`config.mk`:
```
export PLATFORM = sky130hd
export DESIGN_NAME = rv_idu
export DESIGN_NICKNAME = d
export VERILOG_FILES = /design/src/common/rv_decode_pkg.sv /design/src/hw/rv_idu/rv_idu.sv /design/src/hw/rv_idu/rv_decode_stage.sv /design/src/hw/rv_idu/rv_imm_gen.sv /design/src/hw/rv_idu/rv_op_decode.sv
export VERILOG_INCLUDE_DIRS = /design/src /design/src/common
export SDC_FILE = /design/constraint.sdc
export NUM_CORES = 1
export LEC_CHECK = 0
export BUFFER_PORTS_ARGS = -buffer_cell sky130_fd_sc_hd__buf_4
export CAP_MARGIN = 20
export CORE_MARGIN = 8
export CORE_UTILIZATION = 45
export DETAILED_ROUTE_END_ITERATION = 8
export GPL_TIMING_DRIVEN = 0
export PLACE_DENSITY = 0.8
export SLEW_MARGIN = 0
export SYNTH_ARGS = -nofsm -noshare
export SYNTH_HDL_FRONTEND = slang
export SYNTH_SLANG_ARGS = --single-unit
```
`constraint.sdc`:
```
create_clock -name clk -period 2.8 [get_ports clk]
set_input_delay 0.14 -clock clk [delete_from_list [all_inputs] [get_ports clk]]
set_output_delay 0.14 -clock clk [all_outputs]
set_load 0.01 [all_outputs]
```
`src/common/rv_decode_macros.svh`:
```
`ifndef RV_DECODE_MACROS_SVH
`define RV_DECODE_MACROS_SVH

// Instruction word width
`define RV_INST_W 32

// Datapath and immediate width
`define RV_XLEN 32

// Register index width
`define RV_REG_ADDR_W 5

// Major opcode width
`define RV_OPCODE_W 7

`endif
```
`src/common/rv_decode_pkg.sv`:
```
`default_nettype none

`include "rv_decode_macros.svh"

package rv_decode_pkg;

  typedef enum logic [`RV_OPCODE_W-1:0] {
    OPC_LUI      = 7'b0110111,
    OPC_AUIPC    = 7'b0010111,
    OPC_JAL      = 7'b1101111,
    OPC_JALR     = 7'b1100111,
    OPC_BRANCH   = 7'b1100011,
    OPC_LOAD     = 7'b0000011,
    OPC_STORE    = 7'b0100011,
    OPC_OP_IMM   = 7'b0010011,
    OPC_OP       = 7'b0110011,
    OPC_MISC_MEM = 7'b0001111,
    OPC_SYSTEM   = 7'b1110011
  } opcode_e;

  // Illegal is zero so a rejected word gives an all-zero record
  typedef enum logic [5:0] {
    OP_ILLEGAL = 6'd0,
    OP_LUI,
    OP_AUIPC,
    OP_JAL,
    OP_JALR,
    OP_BEQ,
    OP_BNE,
    OP_BLT,
    OP_BGE,
    OP_BLTU,
    OP_BGEU,
    OP_LB,
    OP_LH,
    OP_LW,
    OP_LBU,
    OP_LHU,
    OP_SB,
    OP_SH,
    OP_SW,
    OP_ADDI,
    OP_SLTI,
    OP_SLTIU,
    OP_XORI,
    OP_ORI,
    OP_ANDI,
    OP_SLLI,
    OP_SRLI,
    OP_SRAI,
    OP_ADD,
    OP_SUB,
    OP_SLL,
    OP_SLT,
    OP_SLTU,
    OP_XOR,
    OP_SRL,
    OP_SRA,
    OP_OR,
    OP_AND,
    OP_FENCE,
    OP_ECALL,
    OP_EBREAK
  } inst_op_e;

  typedef enum logic [2:0] {
    FMT_NONE  = 3'd0,
    FMT_R     = 3'd1,
    FMT_I     = 3'd2,
    FMT_SHIFT = 3'd3,
    FMT_S     = 3'd4,
    FMT_B     = 3'd5,
    FMT_U     = 3'd6,
    FMT_J     = 3'd7
  } inst_fmt_e;

  // Raw word split at the R-type field positions
  typedef struct packed {
    logic [6:0]                funct7;
    logic [`RV_REG_ADDR_W-1:0] rs2;
    logic [`RV_REG_ADDR_W-1:0] rs1;
    logic [2:0]                funct3;
    logic [`RV_REG_ADDR_W-1:0] rd;
    logic [`RV_OPCODE_W-1:0]   opcode;
  } inst_fields_t;

  typedef struct packed {
    inst_op_e                  op;
    inst_fmt_e                 fmt;
    logic [`RV_OPCODE_W-1:0]   opcode;
    logic [`RV_XLEN-1:0]       imm;
    logic [`RV_REG_ADDR_W-1:0] rd;
    logic [`RV_REG_ADDR_W-1:0] rs1;
    logic [`RV_REG_ADDR_W-1:0] rs2;
    logic [`RV_REG_ADDR_W-1:0] shamt;
    logic [2:0]                funct3;
    logic [6:0]                funct7;
  } decoded_inst_t;

endpackage

`default_nettype wire

```
`src/hw/rv_idu/rv_idu.sv`:
```
`timescale 1ns/1ps
`default_nettype none

`include "rv_decode_macros.svh"

module rv_idu (
  input  logic                         clk,
  input  logic                         rst_n,
  input  logic                         inst_valid,
  input  logic [`RV_INST_W-1:0]        inst,
  output logic                         dec_valid,
  output rv_decode_pkg::decoded_inst_t dec
);

  rv_decode_pkg::inst_op_e  op;
  rv_decode_pkg::inst_fmt_e fmt;
  logic [`RV_XLEN-1:0]      imm;

  rv_op_decode u_op_decode (
    .inst (inst),
    .op   (op),
    .fmt  (fmt)
  );

  rv_imm_gen u_imm_gen (
    .inst (inst),
    .fmt  (fmt),
    .imm  (imm)
  );

  rv_decode_stage u_decode_stage (
    .clk        (clk),
    .rst_n      (rst_n),
    .inst_valid (inst_valid),
    .inst       (inst),
    .op         (op),
    .fmt        (fmt),
    .imm        (imm),
    .dec_valid  (dec_valid),
    .dec        (dec)
  );

endmodule

`default_nettype wire

```
`src/hw/rv_idu/rv_decode_stage.sv`:
```
`timescale 1ns/1ps
`default_nettype none

`include "rv_decode_macros.svh"

module rv_decode_stage (
  input  logic                        clk,
  input  logic                        rst_n,
  input  logic                        inst_valid,
  input  logic [`RV_INST_W-1:0]       inst,
  input  rv_decode_pkg::inst_op_e     op,
  input  rv_decode_pkg::inst_fmt_e    fmt,
  input  logic [`RV_XLEN-1:0]         imm,
  output logic                        dec_valid,
  output rv_decode_pkg::decoded_inst_t dec
);

  rv_decode_pkg::inst_fields_t  f;
  rv_decode_pkg::decoded_inst_t dec_next;

  assign f = inst;

  always_comb begin
    dec_next        = '0;
    dec_next.op     = op;
    dec_next.fmt    = fmt;
    dec_next.opcode = f.opcode;
    dec_next.imm    = imm;
    case (fmt)
      rv_decode_pkg::FMT_R: begin
        dec_next.rd     = f.rd;
        dec_next.rs1    = f.rs1;
        dec_next.rs2    = f.rs2;
        dec_next.funct3 = f.funct3;
        dec_next.funct7 = f.funct7;
      end
      rv_decode_pkg::FMT_I: begin
        dec_next.rd     = f.rd;
        dec_next.rs1    = f.rs1;
        dec_next.funct3 = f.funct3;
      end
      rv_decode_pkg::FMT_SHIFT: begin
        dec_next.rd     = f.rd;
        dec_next.rs1    = f.rs1;
        dec_next.funct3 = f.funct3;
        dec_next.funct7 = f.funct7;
        dec_next.shamt  = f.rs2; // Bits 24:20
      end
      rv_decode_pkg::FMT_S, rv_decode_pkg::FMT_B: begin
        dec_next.rs1    = f.rs1;
        dec_next.rs2    = f.rs2;
        dec_next.funct3 = f.funct3;
      end
      rv_decode_pkg::FMT_U, rv_decode_pkg::FMT_J: begin
        dec_next.rd = f.rd;
      end
      default: ;
    endcase
    if (op == rv_decode_pkg::OP_ILLEGAL) begin
      dec_next     = '0; // Opcode dropped too
      dec_next.op  = rv_decode_pkg::OP_ILLEGAL;
      dec_next.fmt = rv_decode_pkg::FMT_NONE;
    end
  end

  always_ff @(posedge clk) begin
    if (!rst_n) dec_valid <= 1'b0;
    else dec_valid <= inst_valid;
  end

  always_ff @(posedge clk) begin
    if (inst_valid) dec <= dec_next; // Held across gaps
  end

endmodule

`default_nettype wire

```
`src/hw/rv_idu/rv_imm_gen.sv`:
```
`timescale 1ns/1ps
`default_nettype none

`include "rv_decode_macros.svh"

module rv_imm_gen (
  input  logic [`RV_INST_W-1:0]    inst,
  input  rv_decode_pkg::inst_fmt_e fmt,
  output logic [`RV_XLEN-1:0]      imm
);

  logic sign;

  assign sign = inst[`RV_INST_W-1];

  always_comb begin
    case (fmt)
      rv_decode_pkg::FMT_I: begin
        imm = {{(`RV_XLEN-12){sign}}, inst[31:20]};
      end
      rv_decode_pkg::FMT_S: begin
        imm = {{(`RV_XLEN-12){sign}}, inst[31:25], inst[11:7]};
      end
      rv_decode_pkg::FMT_B: begin
        // Byte offset with bit 0 always zero
        imm = {{(`RV_XLEN-13){sign}}, inst[31], inst[7], inst[30:25],
               inst[11:8], 1'b0};
      end
      rv_decode_pkg::FMT_U: begin
        imm = {inst[31:12], 12'b0};
      end
      rv_decode_pkg::FMT_J: begin
        imm = {{(`RV_XLEN-21){sign}}, inst[31], inst[19:12], inst[20],
               inst[30:21], 1'b0};
      end
      default: begin
        imm = '0; // R, SHIFT and NONE carry no immediate
      end
    endcase
  end

endmodule

`default_nettype wire

```
`src/hw/rv_idu/rv_op_decode.sv`:
```
`timescale 1ns/1ps
`default_nettype none

`include "rv_decode_macros.svh"

module rv_op_decode (
  input  logic [`RV_INST_W-1:0]  inst,
  output rv_decode_pkg::inst_op_e  op,
  output rv_decode_pkg::inst_fmt_e fmt
);

  rv_decode_pkg::inst_fields_t f;
  logic                        f7_zero;
  logic                        f7_alt;
  logic [11:0]                 sys_imm;

  assign f       = inst;
  assign f7_zero = (f.funct7 == 7'b0000000);
  assign f7_alt  = (f.funct7 == 7'b0100000); // SUB, SRA, SRAI
  assign sys_imm = {f.funct7, f.rs2};

  always_comb begin
    op  = rv_decode_pkg::OP_ILLEGAL;
    fmt = rv_decode_pkg::FMT_NONE;
    case (f.opcode)
      rv_decode_pkg::OPC_LUI: begin
        op  = rv_decode_pkg::OP_LUI;
        fmt = rv_decode_pkg::FMT_U;
      end
      rv_decode_pkg::OPC_AUIPC: begin
        op  = rv_decode_pkg::OP_AUIPC;
        fmt = rv_decode_pkg::FMT_U;
      end
      rv_decode_pkg::OPC_JAL: begin
        op  = rv_decode_pkg::OP_JAL;
        fmt = rv_decode_pkg::FMT_J;
      end
      rv_decode_pkg::OPC_JALR: begin
        fmt = rv_decode_pkg::FMT_I;
        if (f.funct3 == 3'b000) op = rv_decode_pkg::OP_JALR;
      end
      rv_decode_pkg::OPC_BRANCH: begin
        fmt = rv_decode_pkg::FMT_B;
        case (f.funct3)
          3'b000:  op = rv_decode_pkg::OP_BEQ;
          3'b001:  op = rv_decode_pkg::OP_BNE;
          3'b100:  op = rv_decode_pkg::OP_BLT;
          3'b101:  op = rv_decode_pkg::OP_BGE;
          3'b110:  op = rv_decode_pkg::OP_BLTU;
          3'b111:  op = rv_decode_pkg::OP_BGEU;
          default: op = rv_decode_pkg::OP_ILLEGAL;
        endcase
      end
      rv_decode_pkg::OPC_LOAD: begin
        fmt = rv_decode_pkg::FMT_I;
        case (f.funct3)
          3'b000:  op = rv_decode_pkg::OP_LB;
          3'b001:  op = rv_decode_pkg::OP_LH;
          3'b010:  op = rv_decode_pkg::OP_LW;
          3'b100:  op = rv_decode_pkg::OP_LBU;
          3'b101:  op = rv_decode_pkg::OP_LHU;
          default: op = rv_decode_pkg::OP_ILLEGAL;
        endcase
      end
      rv_decode_pkg::OPC_STORE: begin
        fmt = rv_decode_pkg::FMT_S;
        case (f.funct3)
          3'b000:  op = rv_decode_pkg::OP_SB;
          3'b001:  op = rv_decode_pkg::OP_SH;
          3'b010:  op = rv_decode_pkg::OP_SW;
          default: op = rv_decode_pkg::OP_ILLEGAL;
        endcase
      end
      rv_decode_pkg::OPC_OP_IMM: begin
        fmt = rv_decode_pkg::FMT_I;
        case (f.funct3)
          3'b000: op = rv_decode_pkg::OP_ADDI;
          3'b010: op = rv_decode_pkg::OP_SLTI;
          3'b011: op = rv_decode_pkg::OP_SLTIU;
          3'b100: op = rv_decode_pkg::OP_XORI;
          3'b110: op = rv_decode_pkg::OP_ORI;
          3'b111: op = rv_decode_pkg::OP_ANDI;
          3'b001: begin
            fmt = rv_decode_pkg::FMT_SHIFT;
            if (f7_zero) op = rv_decode_pkg::OP_SLLI;
          end
          default: begin // Funct3 101 is SRLI or SRAI
            fmt = rv_decode_pkg::FMT_SHIFT;
            if (f7_zero) op = rv_decode_pkg::OP_SRLI;
            else if (f7_alt) op = rv_decode_pkg::OP_SRAI;
          end
        endcase
      end
      rv_decode_pkg::OPC_OP: begin
        fmt = rv_decode_pkg::FMT_R;
        if (f7_zero) begin
          case (f.funct3)
            3'b000:  op = rv_decode_pkg::OP_ADD;
            3'b001:  op = rv_decode_pkg::OP_SLL;
            3'b010:  op = rv_decode_pkg::OP_SLT;
            3'b011:  op = rv_decode_pkg::OP_SLTU;
            3'b100:  op = rv_decode_pkg::OP_XOR;
            3'b101:  op = rv_decode_pkg::OP_SRL;
            3'b110:  op = rv_decode_pkg::OP_OR;
            default: op = rv_decode_pkg::OP_AND;
          endcase
        end else if (f7_alt && f.funct3 == 3'b000) begin
          op = rv_decode_pkg::OP_SUB;
        end else if (f7_alt && f.funct3 == 3'b101) begin
          op = rv_decode_pkg::OP_SRA;
        end
      end
      rv_decode_pkg::OPC_MISC_MEM: begin
        fmt = rv_decode_pkg::FMT_I; // fm/pred/succ ride in the immediate
        if (f.funct3 == 3'b000) op = rv_decode_pkg::OP_FENCE;
      end
      rv_decode_pkg::OPC_SYSTEM: begin
        if (f.rd == '0 && f.rs1 == '0 && f.funct3 == 3'b000) begin
          if (sys_imm == 12'd0) op = rv_decode_pkg::OP_ECALL;
          else if (sys_imm == 12'd1) op = rv_decode_pkg::OP_EBREAK;
        end
      end
      default: op = rv_decode_pkg::OP_ILLEGAL;
    endcase
    if (op == rv_decode_pkg::OP_ILLEGAL) fmt = rv_decode_pkg::FMT_NONE;
  end

endmodule

`default_nettype wire

```
## After elaboration in Yosys (flattened, before gate mapping)

Index checks and enable logic that the tools add are counted.

| word-level totals | value |
|---|---|
| logic and storage cells | 86 |
| bits in registers | 79 |
| output and inout bits | 79 |

| cells by class | value |
|---|---|
| muxes and demuxes | 21 |
| eq/ne operators | 27 |
| bitwise gates (word level) | 5 |
| reduce and logical (&&, ||, !) cells | 22 |

Operators with widths:

| kind | number |
|---|---|
| $pmux W32 S5 | 1 |
| $pmux W6 S7 | 2 |
| $pmux W6 S11 | 1 |
| $mux W6 | 8 |
| $eq A7 B6 Y1 const B | 4 |
| $eq A7 B7 Y1 const B | 4 |
| $eq A3 B3 Y1 const B | 8 |
| $pmux W4 S6 | 1 |
| $pmux W3 S7 | 1 |
| $pmux W4 S5 | 1 |
| $pmux W5 S3 | 1 |
| $eq A7 B5 Y1 const B | 2 |
| $reduce_or A2 Y1 | 7 |
| $eq A12 B1 Y1 const B | 1 |
| $eq A3 B2 Y1 const B | 4 |
| $logic_not A12 Y1 | 1 |
| $logic_not A5 Y1 | 2 |
| $mux W5 | 2 |
| $reduce_or A5 Y1 | 2 |
| $eq A7 B2 Y1 const B | 1 |
| $eq A7 B4 Y1 const B | 1 |
| $logic_not A7 Y1 | 1 |
| $eq A3 B1 Y1 const B | 2 |
| $logic_not A6 Y1 | 1 |
| other kinds (7) | 16 |

## Depth between registers and ports, before layout

| depth | value |
|---|---|
| word-level depth | 12 |
| depth in mapped cells | 11 |

## Hierarchy

Synthesis repeated with hierarchy kept, for this count alone.

| unflattened totals | value |
|---|---|
| cell total of the unflattened synthesis | 409 |
| area total of the unflattened synthesis | 4535.6 um^2 |

Modules (own cells, without submodules):

| module | seq. area each (um^2) | cells each | area an instance (um^2) | times used |
|---|---|---|---|---|
| rv_decode_stage | 2362.3 | 174 | 3065.4 | 1 |
| rv_op_decode | 0.0 | 141 | 939.7 | 1 |
| rv_imm_gen | 0.0 | 94 | 530.5 | 1 |

## Least setup slack after synthesis

No wires, ideal clock.

| timing path | value |
|---|---|
| path type | input -> register |
| start point | in inst[14] |
| end point | reg u_decode_stage.dec[34] (netlist name) |
| stages | 10 |
| buffers on the path | 3 |
| library setup time | 0.274 ns |
| data arrival time | 2.098 ns |
| setup slack | 0.428 ns |
| path through | buf_4 nand2b_1 o221ai_1 a31o_2 a21oi_1 or4b_1 buf_2 nor3_4 buf_4 o211ai_1 |

| between the ends | value |
|---|---|
| cells in the longest elaborated chain, start to end | 10 |
| elaborated cells between the ends (all ways) | 34 |

Ends and longest elaborated chain:

| item | line | source |
|---|---|---|
| start: declaration | rv_idu.sv:10 | `` input logic [`RV_INST_W-1:0] inst, `` |
| $eq A3 B3 Y1 | -- |  |
| $logic_and A1 B1 Y1 | rv_op_decode.sv:109 | `end else if (f7_alt && f.funct3 == 3'b101) begin` |
| $mux W6 | rv_op_decode.sv:109 |  |
| $mux W6 | rv_op_decode.sv:107 | `end else if (f7_alt && f.funct3 == 3'b000) begin` |
| $mux W6 | rv_op_decode.sv:96 | `if (f7_zero) begin` |
| $pmux W6 S11 | rv_op_decode.sv:25 | `case (f.opcode)` |
| $logic_not A6 Y1 | rv_decode_stage.sv:59, rv_op_decode.sv:125 |  |
| $mux W3 | rv_op_decode.sv:125 | `if (op == rv_decode_pkg::OP_ILLEGAL) fmt = rv_decode_pkg::FMT_NONE;` |
| $eq A3 B3 Y1 or $eq A3 B2 Y1 (tied branches) | rv_imm_gen.sv:17 | `case (fmt)` |
| $pmux W32 S5 | rv_imm_gen.sv:17 |  |

Parallel ways exist; a longest one is shown, timed or not.
A chain may end at the register's enable or synchronous reset.

## Worst setup path after layout

| timing path | value |
|---|---|
| start point | in inst[13] |
| end point | reg u_decode_stage.dec[14] (netlist name) |

| between the ends | value |
|---|---|
| cells in the longest elaborated chain, start to end | 11 |
| elaborated cells between the ends (all ways) | 31 |

Ends and longest elaborated chain:

| item | line | source |
|---|---|---|
| $eq A3 B3 Y1 | -- |  |
| $logic_and A1 B1 Y1 | rv_op_decode.sv:109 |  |
| $mux W6 | rv_op_decode.sv:109 |  |
| $mux W6 | rv_op_decode.sv:107 |  |
| $mux W6 | rv_op_decode.sv:96 |  |
| $pmux W6 S11 | rv_op_decode.sv:25 |  |
| $logic_not A6 Y1 | rv_decode_stage.sv:59, rv_op_decode.sv:125 |  |
| $mux W3 | rv_op_decode.sv:125 |  |
| $eq A3 B2 Y1 | rv_decode_stage.sv:29 | `case (fmt)` |
| $not A1 Y1 (no source line) | -- |  |
| $reduce_or A2 Y1 (no source line) (*) | -- |  |

Mark *: on every way between the ends. The rest lies on a longest branch, timed or not.

==> metrics.txt <==
# TYPE chip_impl_metric gauge
chip_impl_metric{name="power.static_leakage",unit="nW"} 1.92
chip_impl_metric{name="critPathMaxFanout",unit=""} 10
chip_impl_info{name="hp-class",value="input pin to register"} 1
chip_impl_metric{name="drt.antenna.violating_nets",unit=""} 0
chip_impl_info{name="worstSetupPathType",value="input pin to register"} 1
chip_impl_metric{name="numCtsBuffers",unit=""} 9
chip_impl_info{name="status",value="finished, final reports clean"} 1
chip_impl_metric{name="hold_ws",unit="ns"} 0.0148
chip_impl_metric{name="initial_antenna_violation_count",unit=""} 0
chip_impl_metric{name="layout_setup_ws",unit="ns"} 0.298
chip_impl_metric{name="cts_max_level",unit=""} 3
chip_impl_metric{name="worst_setup_hold_path_clk_slew",unit="ns"} 0.08
chip_impl_metric{name="crit_required",unit="ns"} 2.89
chip_impl_info{name="tritoncts",value="built"} 1
chip_impl_info{name="layout_commonest_cell",value="buf_4"} 1
chip_impl_metric{name="post-dp-hpwl",unit="um"} 8740
chip_impl_info{name="ys.flop_type",value="edfxtp_1"} 1
chip_impl_metric{name="avgSynthCellArea",unit="um2"} 11.6
chip_impl_metric{name="gp_routability_congestion",unit=""} 0.890
chip_impl_metric{name="slew_violations",unit=""} 0
chip_impl_metric{name="synth-seq-cells",unit=""} 79
chip_impl_metric{name="worst-slew-pin-transition",unit="ns"} 1.06
chip_impl_metric{name="vdd.ir_drop.worst",unit="mV"} 0.220
chip_impl_metric{name="fin_nets",unit=""} 504
chip_impl_metric{name="whs_path_depth",unit=""} 2
chip_impl_info{name="layout_common_cells",value="114 x buf_4, 78 x edfxtp_1, 30 x nand2_1"} 1
chip_impl_metric{name="timing_hold_violations_final",unit=""} 0
chip_impl_metric{name="die_w",unit="um"} 110
chip_impl_metric{name="rows",unit=""} 34
chip_impl_metric{name="fin_tns_setup",unit="ns"} 0
chip_impl_info{name="nature_of_the_critical_path_startpoint",value="input pin"} 1
chip_impl_metric{name="timing.final.crit_share",unit="%"} 89.4
chip_impl_metric{name="drt-vias-per-instance",unit=""} 5.87
chip_impl_metric{name="fillers",unit=""} 709
chip_impl_metric{name="grt_pass1_vias",unit=""} 3345
chip_impl_metric{name="grt_overflow_total",unit=""} 0
chip_impl_metric{name="ys_async_sr_fraction",unit="%"} 0
chip_impl_metric{name="clock_sink_total",unit=""} 79
chip_impl_info{name="worst_hold_startpoint",value="rst_n"} 1
chip_impl_metric{name="cap_viol_max_count",unit=""} 0
chip_impl_metric{name="ctsLongestPathBuffers",unit=""} 2
chip_impl_metric{name="cts_resized",unit=""} 1
chip_impl_metric{name="synth-edff-count",unit=""} 78
chip_impl_metric{name="port_buffers",unit=""} 110
chip_impl_metric{name="yosysWarnings",unit=""} 0
chip_impl_metric{name="crit_arrival",unit="ns"} 2.60
chip_impl_metric{name="holdBufCountCts",unit=""} 0
chip_impl_info{name="ctsRootBufferMaster",value="clkbuf_8"} 1
chip_impl_metric{name="top_level_ports",unit=""} 114
chip_impl_metric{name="dpl.cell_count",unit=""} 565
chip_impl_metric{name="flow.area_growth_from_synthesis",unit="%"} 29.4
chip_impl_metric{name="vias",unit=""} 3417
chip_impl_metric{name="antenna-diode-count",unit=""} 0
chip_impl_metric{name="routed_wirelength",unit="um"} 11800
chip_impl_metric{name="dp_worst_setup_slack",unit="ns"} -0.436
chip_impl_metric{name="synth_cell_type_count",unit=""} 64
chip_impl_info{name="rsz_0062_raised_after_global_routing",value="false"} 1
chip_impl_metric{name="initialDrtViolationCount",unit=""} 270
chip_impl_metric{name="final_cell_count_no_fill",unit=""} 582
chip_impl_metric{name="area_of_the_core",unit="mm2"} 0.00864
chip_impl_metric{name="avgRoutedWirePerCell",unit="um"} 20.4
chip_impl_metric{name="grt_pass1_wl",unit="um"} 17500
chip_impl_metric{name="die_area",unit="mm2"} 0.0121
chip_impl_info{name="critPathLaunch",value="inst[13]"} 1
chip_impl_info{name="crit_path_end_kind",value="register"} 1
chip_impl_info{name="synthTopCellsByArea",value="edfxtp_1 59%, o21ai_0 2.9%, nand2_1 2.8%"} 1
chip_impl_metric{name="portion_of_synthesized_cell_area_occupied_by_the_leading_cell_type",unit="%"} 59.0
chip_impl_metric{name="yosysSeqAreaShare",unit="%"} 59.5
chip_impl_metric{name="grt_usage",unit="%"} 18.8
chip_impl_info{name="synth_top_area_cell",value="edfxtp_1"} 1
chip_impl_metric{name="cts_post_setup_buffers_inserted",unit=""} 0
chip_impl_metric{name="die_height",unit="um"} 110
chip_impl_metric{name="timing.max_slew.rel_slack",unit="%"} 28.9
chip_impl_metric{name="detailed_routing_iteration_count_for_the_pre_antenna_repair_pass",unit=""} 4
chip_impl_metric{name="remaining_drc_errors",unit=""} 0
chip_impl_metric{name="floorplan.initialDensity",unit="%"} 45.9
chip_impl_metric{name="post_route_cells_drive_above_1_share",unit="%"} 33.1
chip_impl_metric{name="fmax",unit="GHz"} 0.400
chip_impl_metric{name="netlist_area",unit="mm2"} 0.00397
chip_impl_metric{name="syn_inst",unit=""} 341
chip_impl_metric{name="grt_max_degree",unit=""} 80
chip_impl_metric{name="fin_crit",unit="ns"} 2.50
chip_impl_metric{name="pwr_density_cell",unit="mW/mm2"} 486
chip_impl_metric{name="finalSetupViolations",unit=""} 0
chip_impl_info{name="capture_endpoint_of_the_worst_hold_path",value="u_decode_stage.dec_valid"} 1
[power by group]
part | total, mW | internal [mW] | switching, mW
combinational | 0.374 | 0.161 | 0.213
clock | 0.733 | 0.318 | 0.415
sequential | 1.39 | 1.37 | 0.0229
[critical path: stages]
cell and delay (ns):
buf_4 0.15, clkbuf_1 0.25, nor3_1 0.36, nor3_1 0.10, a22oi_1 0.21, and3_1 0.23, nand3_1 0.23, nor3_4 0.49
inv_2 0.19, and4_1 0.26
[synthesized netlist by cell type (2+ instances only)]
| cell | number |
|---|---|
| nand4b_1 | 2 |
| o21ai_0 | 23 |
| buf_2 | 11 |
| or2_2 | 4 |
| and2_1 | 5 |
| o22ai_1 | 7 |
| nor2_1 | 20 |
| nand2b_1 | 7 |
| o311ai_0 | 4 |
| a21o_1 | 2 |
| nand2_1 | 30 |
| nor3b_1 | 13 |
| o21a_1 | 2 |
| nand4_1 | 2 |
| a21oi_1 | 8 |
| edfxtp_1 | 78 |
| or3_1 | 3 |
| nor4_1 | 7 |
| clkbuf_1 | 6 |
| and3_1 | 4 |
| nand3b_1 | 4 |
| nand3_1 | 10 |
| nor4b_1 | 12 |
| a31oi_1 | 6 |
| a311oi_1 | 2 |
| buf_4 | 4 |
| inv_1 | 9 |
| and4_1 | 5 |
| nor3_1 | 13 |
| o211ai_1 | 4 |
[worst max path at each step]
stage                             end  cells past startpoint
5_1_grt        u_decode_stage.dec[30]                     10
2_1_floorplan  u_decode_stage.dec[34]                     10
3_5_place_dp   u_decode_stage.dec[60]                      8
3_3_place_gp   u_decode_stage.dec[42]                      7
6_report       u_decode_stage.dec[14]                     10
4_1_cts        u_decode_stage.dec[60]                      8
[cell type report]
type	count	area [um2]	area share, %
inverter	10	37.5	0.731
sequential	79	2360	46.0
timing repair buffer	112	836	16.3
buffer	23	124	2.41
multi-input combinational	234	1480	28.7
clock inverter	6	35.0	0.683
tap	108	135	2.63
clock buffer	10	128	2.49
[cells by family after synthesis]
group / count (synthesis) / synth area share, %
and+or+nand+nor: 151 / 23.1
other: 1 / 0.0945
xor gates and xnor gates: 2 / 0.442
adders and majority gates: 1 / 0.252
DFF: 79 / 59.5
muxes: 1 / 0.252
buffers and inverters: 33 / 4.07
AOI/OAI and AO/OA: 73 / 12.2
[metal layers]
metal | part of all wire, % | vias to the layer above | track usage (%)
met2 | 49 | 205 | 31.8
li1 | - | 1577 | -
met4 | 1.4 | 0 | 5.59
met1 | 38 | 1620 | 23.2
met5 | 0 | - | 0
met3 | 11 | 15 | 4.45
[sequential cells by signal (all words and copies together) (netlist names)]
register,cells
u_decode_stage.dec,78
u_decode_stage.dec_valid,1
[per-stage QoR]
step | utilization (%) | area (um2) | total power, mW
after floorplan | - | 3990 | 1.56
after global placement | 57.3 | 4950 | 1.78
after detailed placement | 57.3 | 4950 | 1.79
after CTS | 59.4 | 5130 | 2.50
after global routing | 59.4 | 5130 | 2.58
final | 59.4 | 5130 | 2.50
Power figures use the tool's default switching activity.
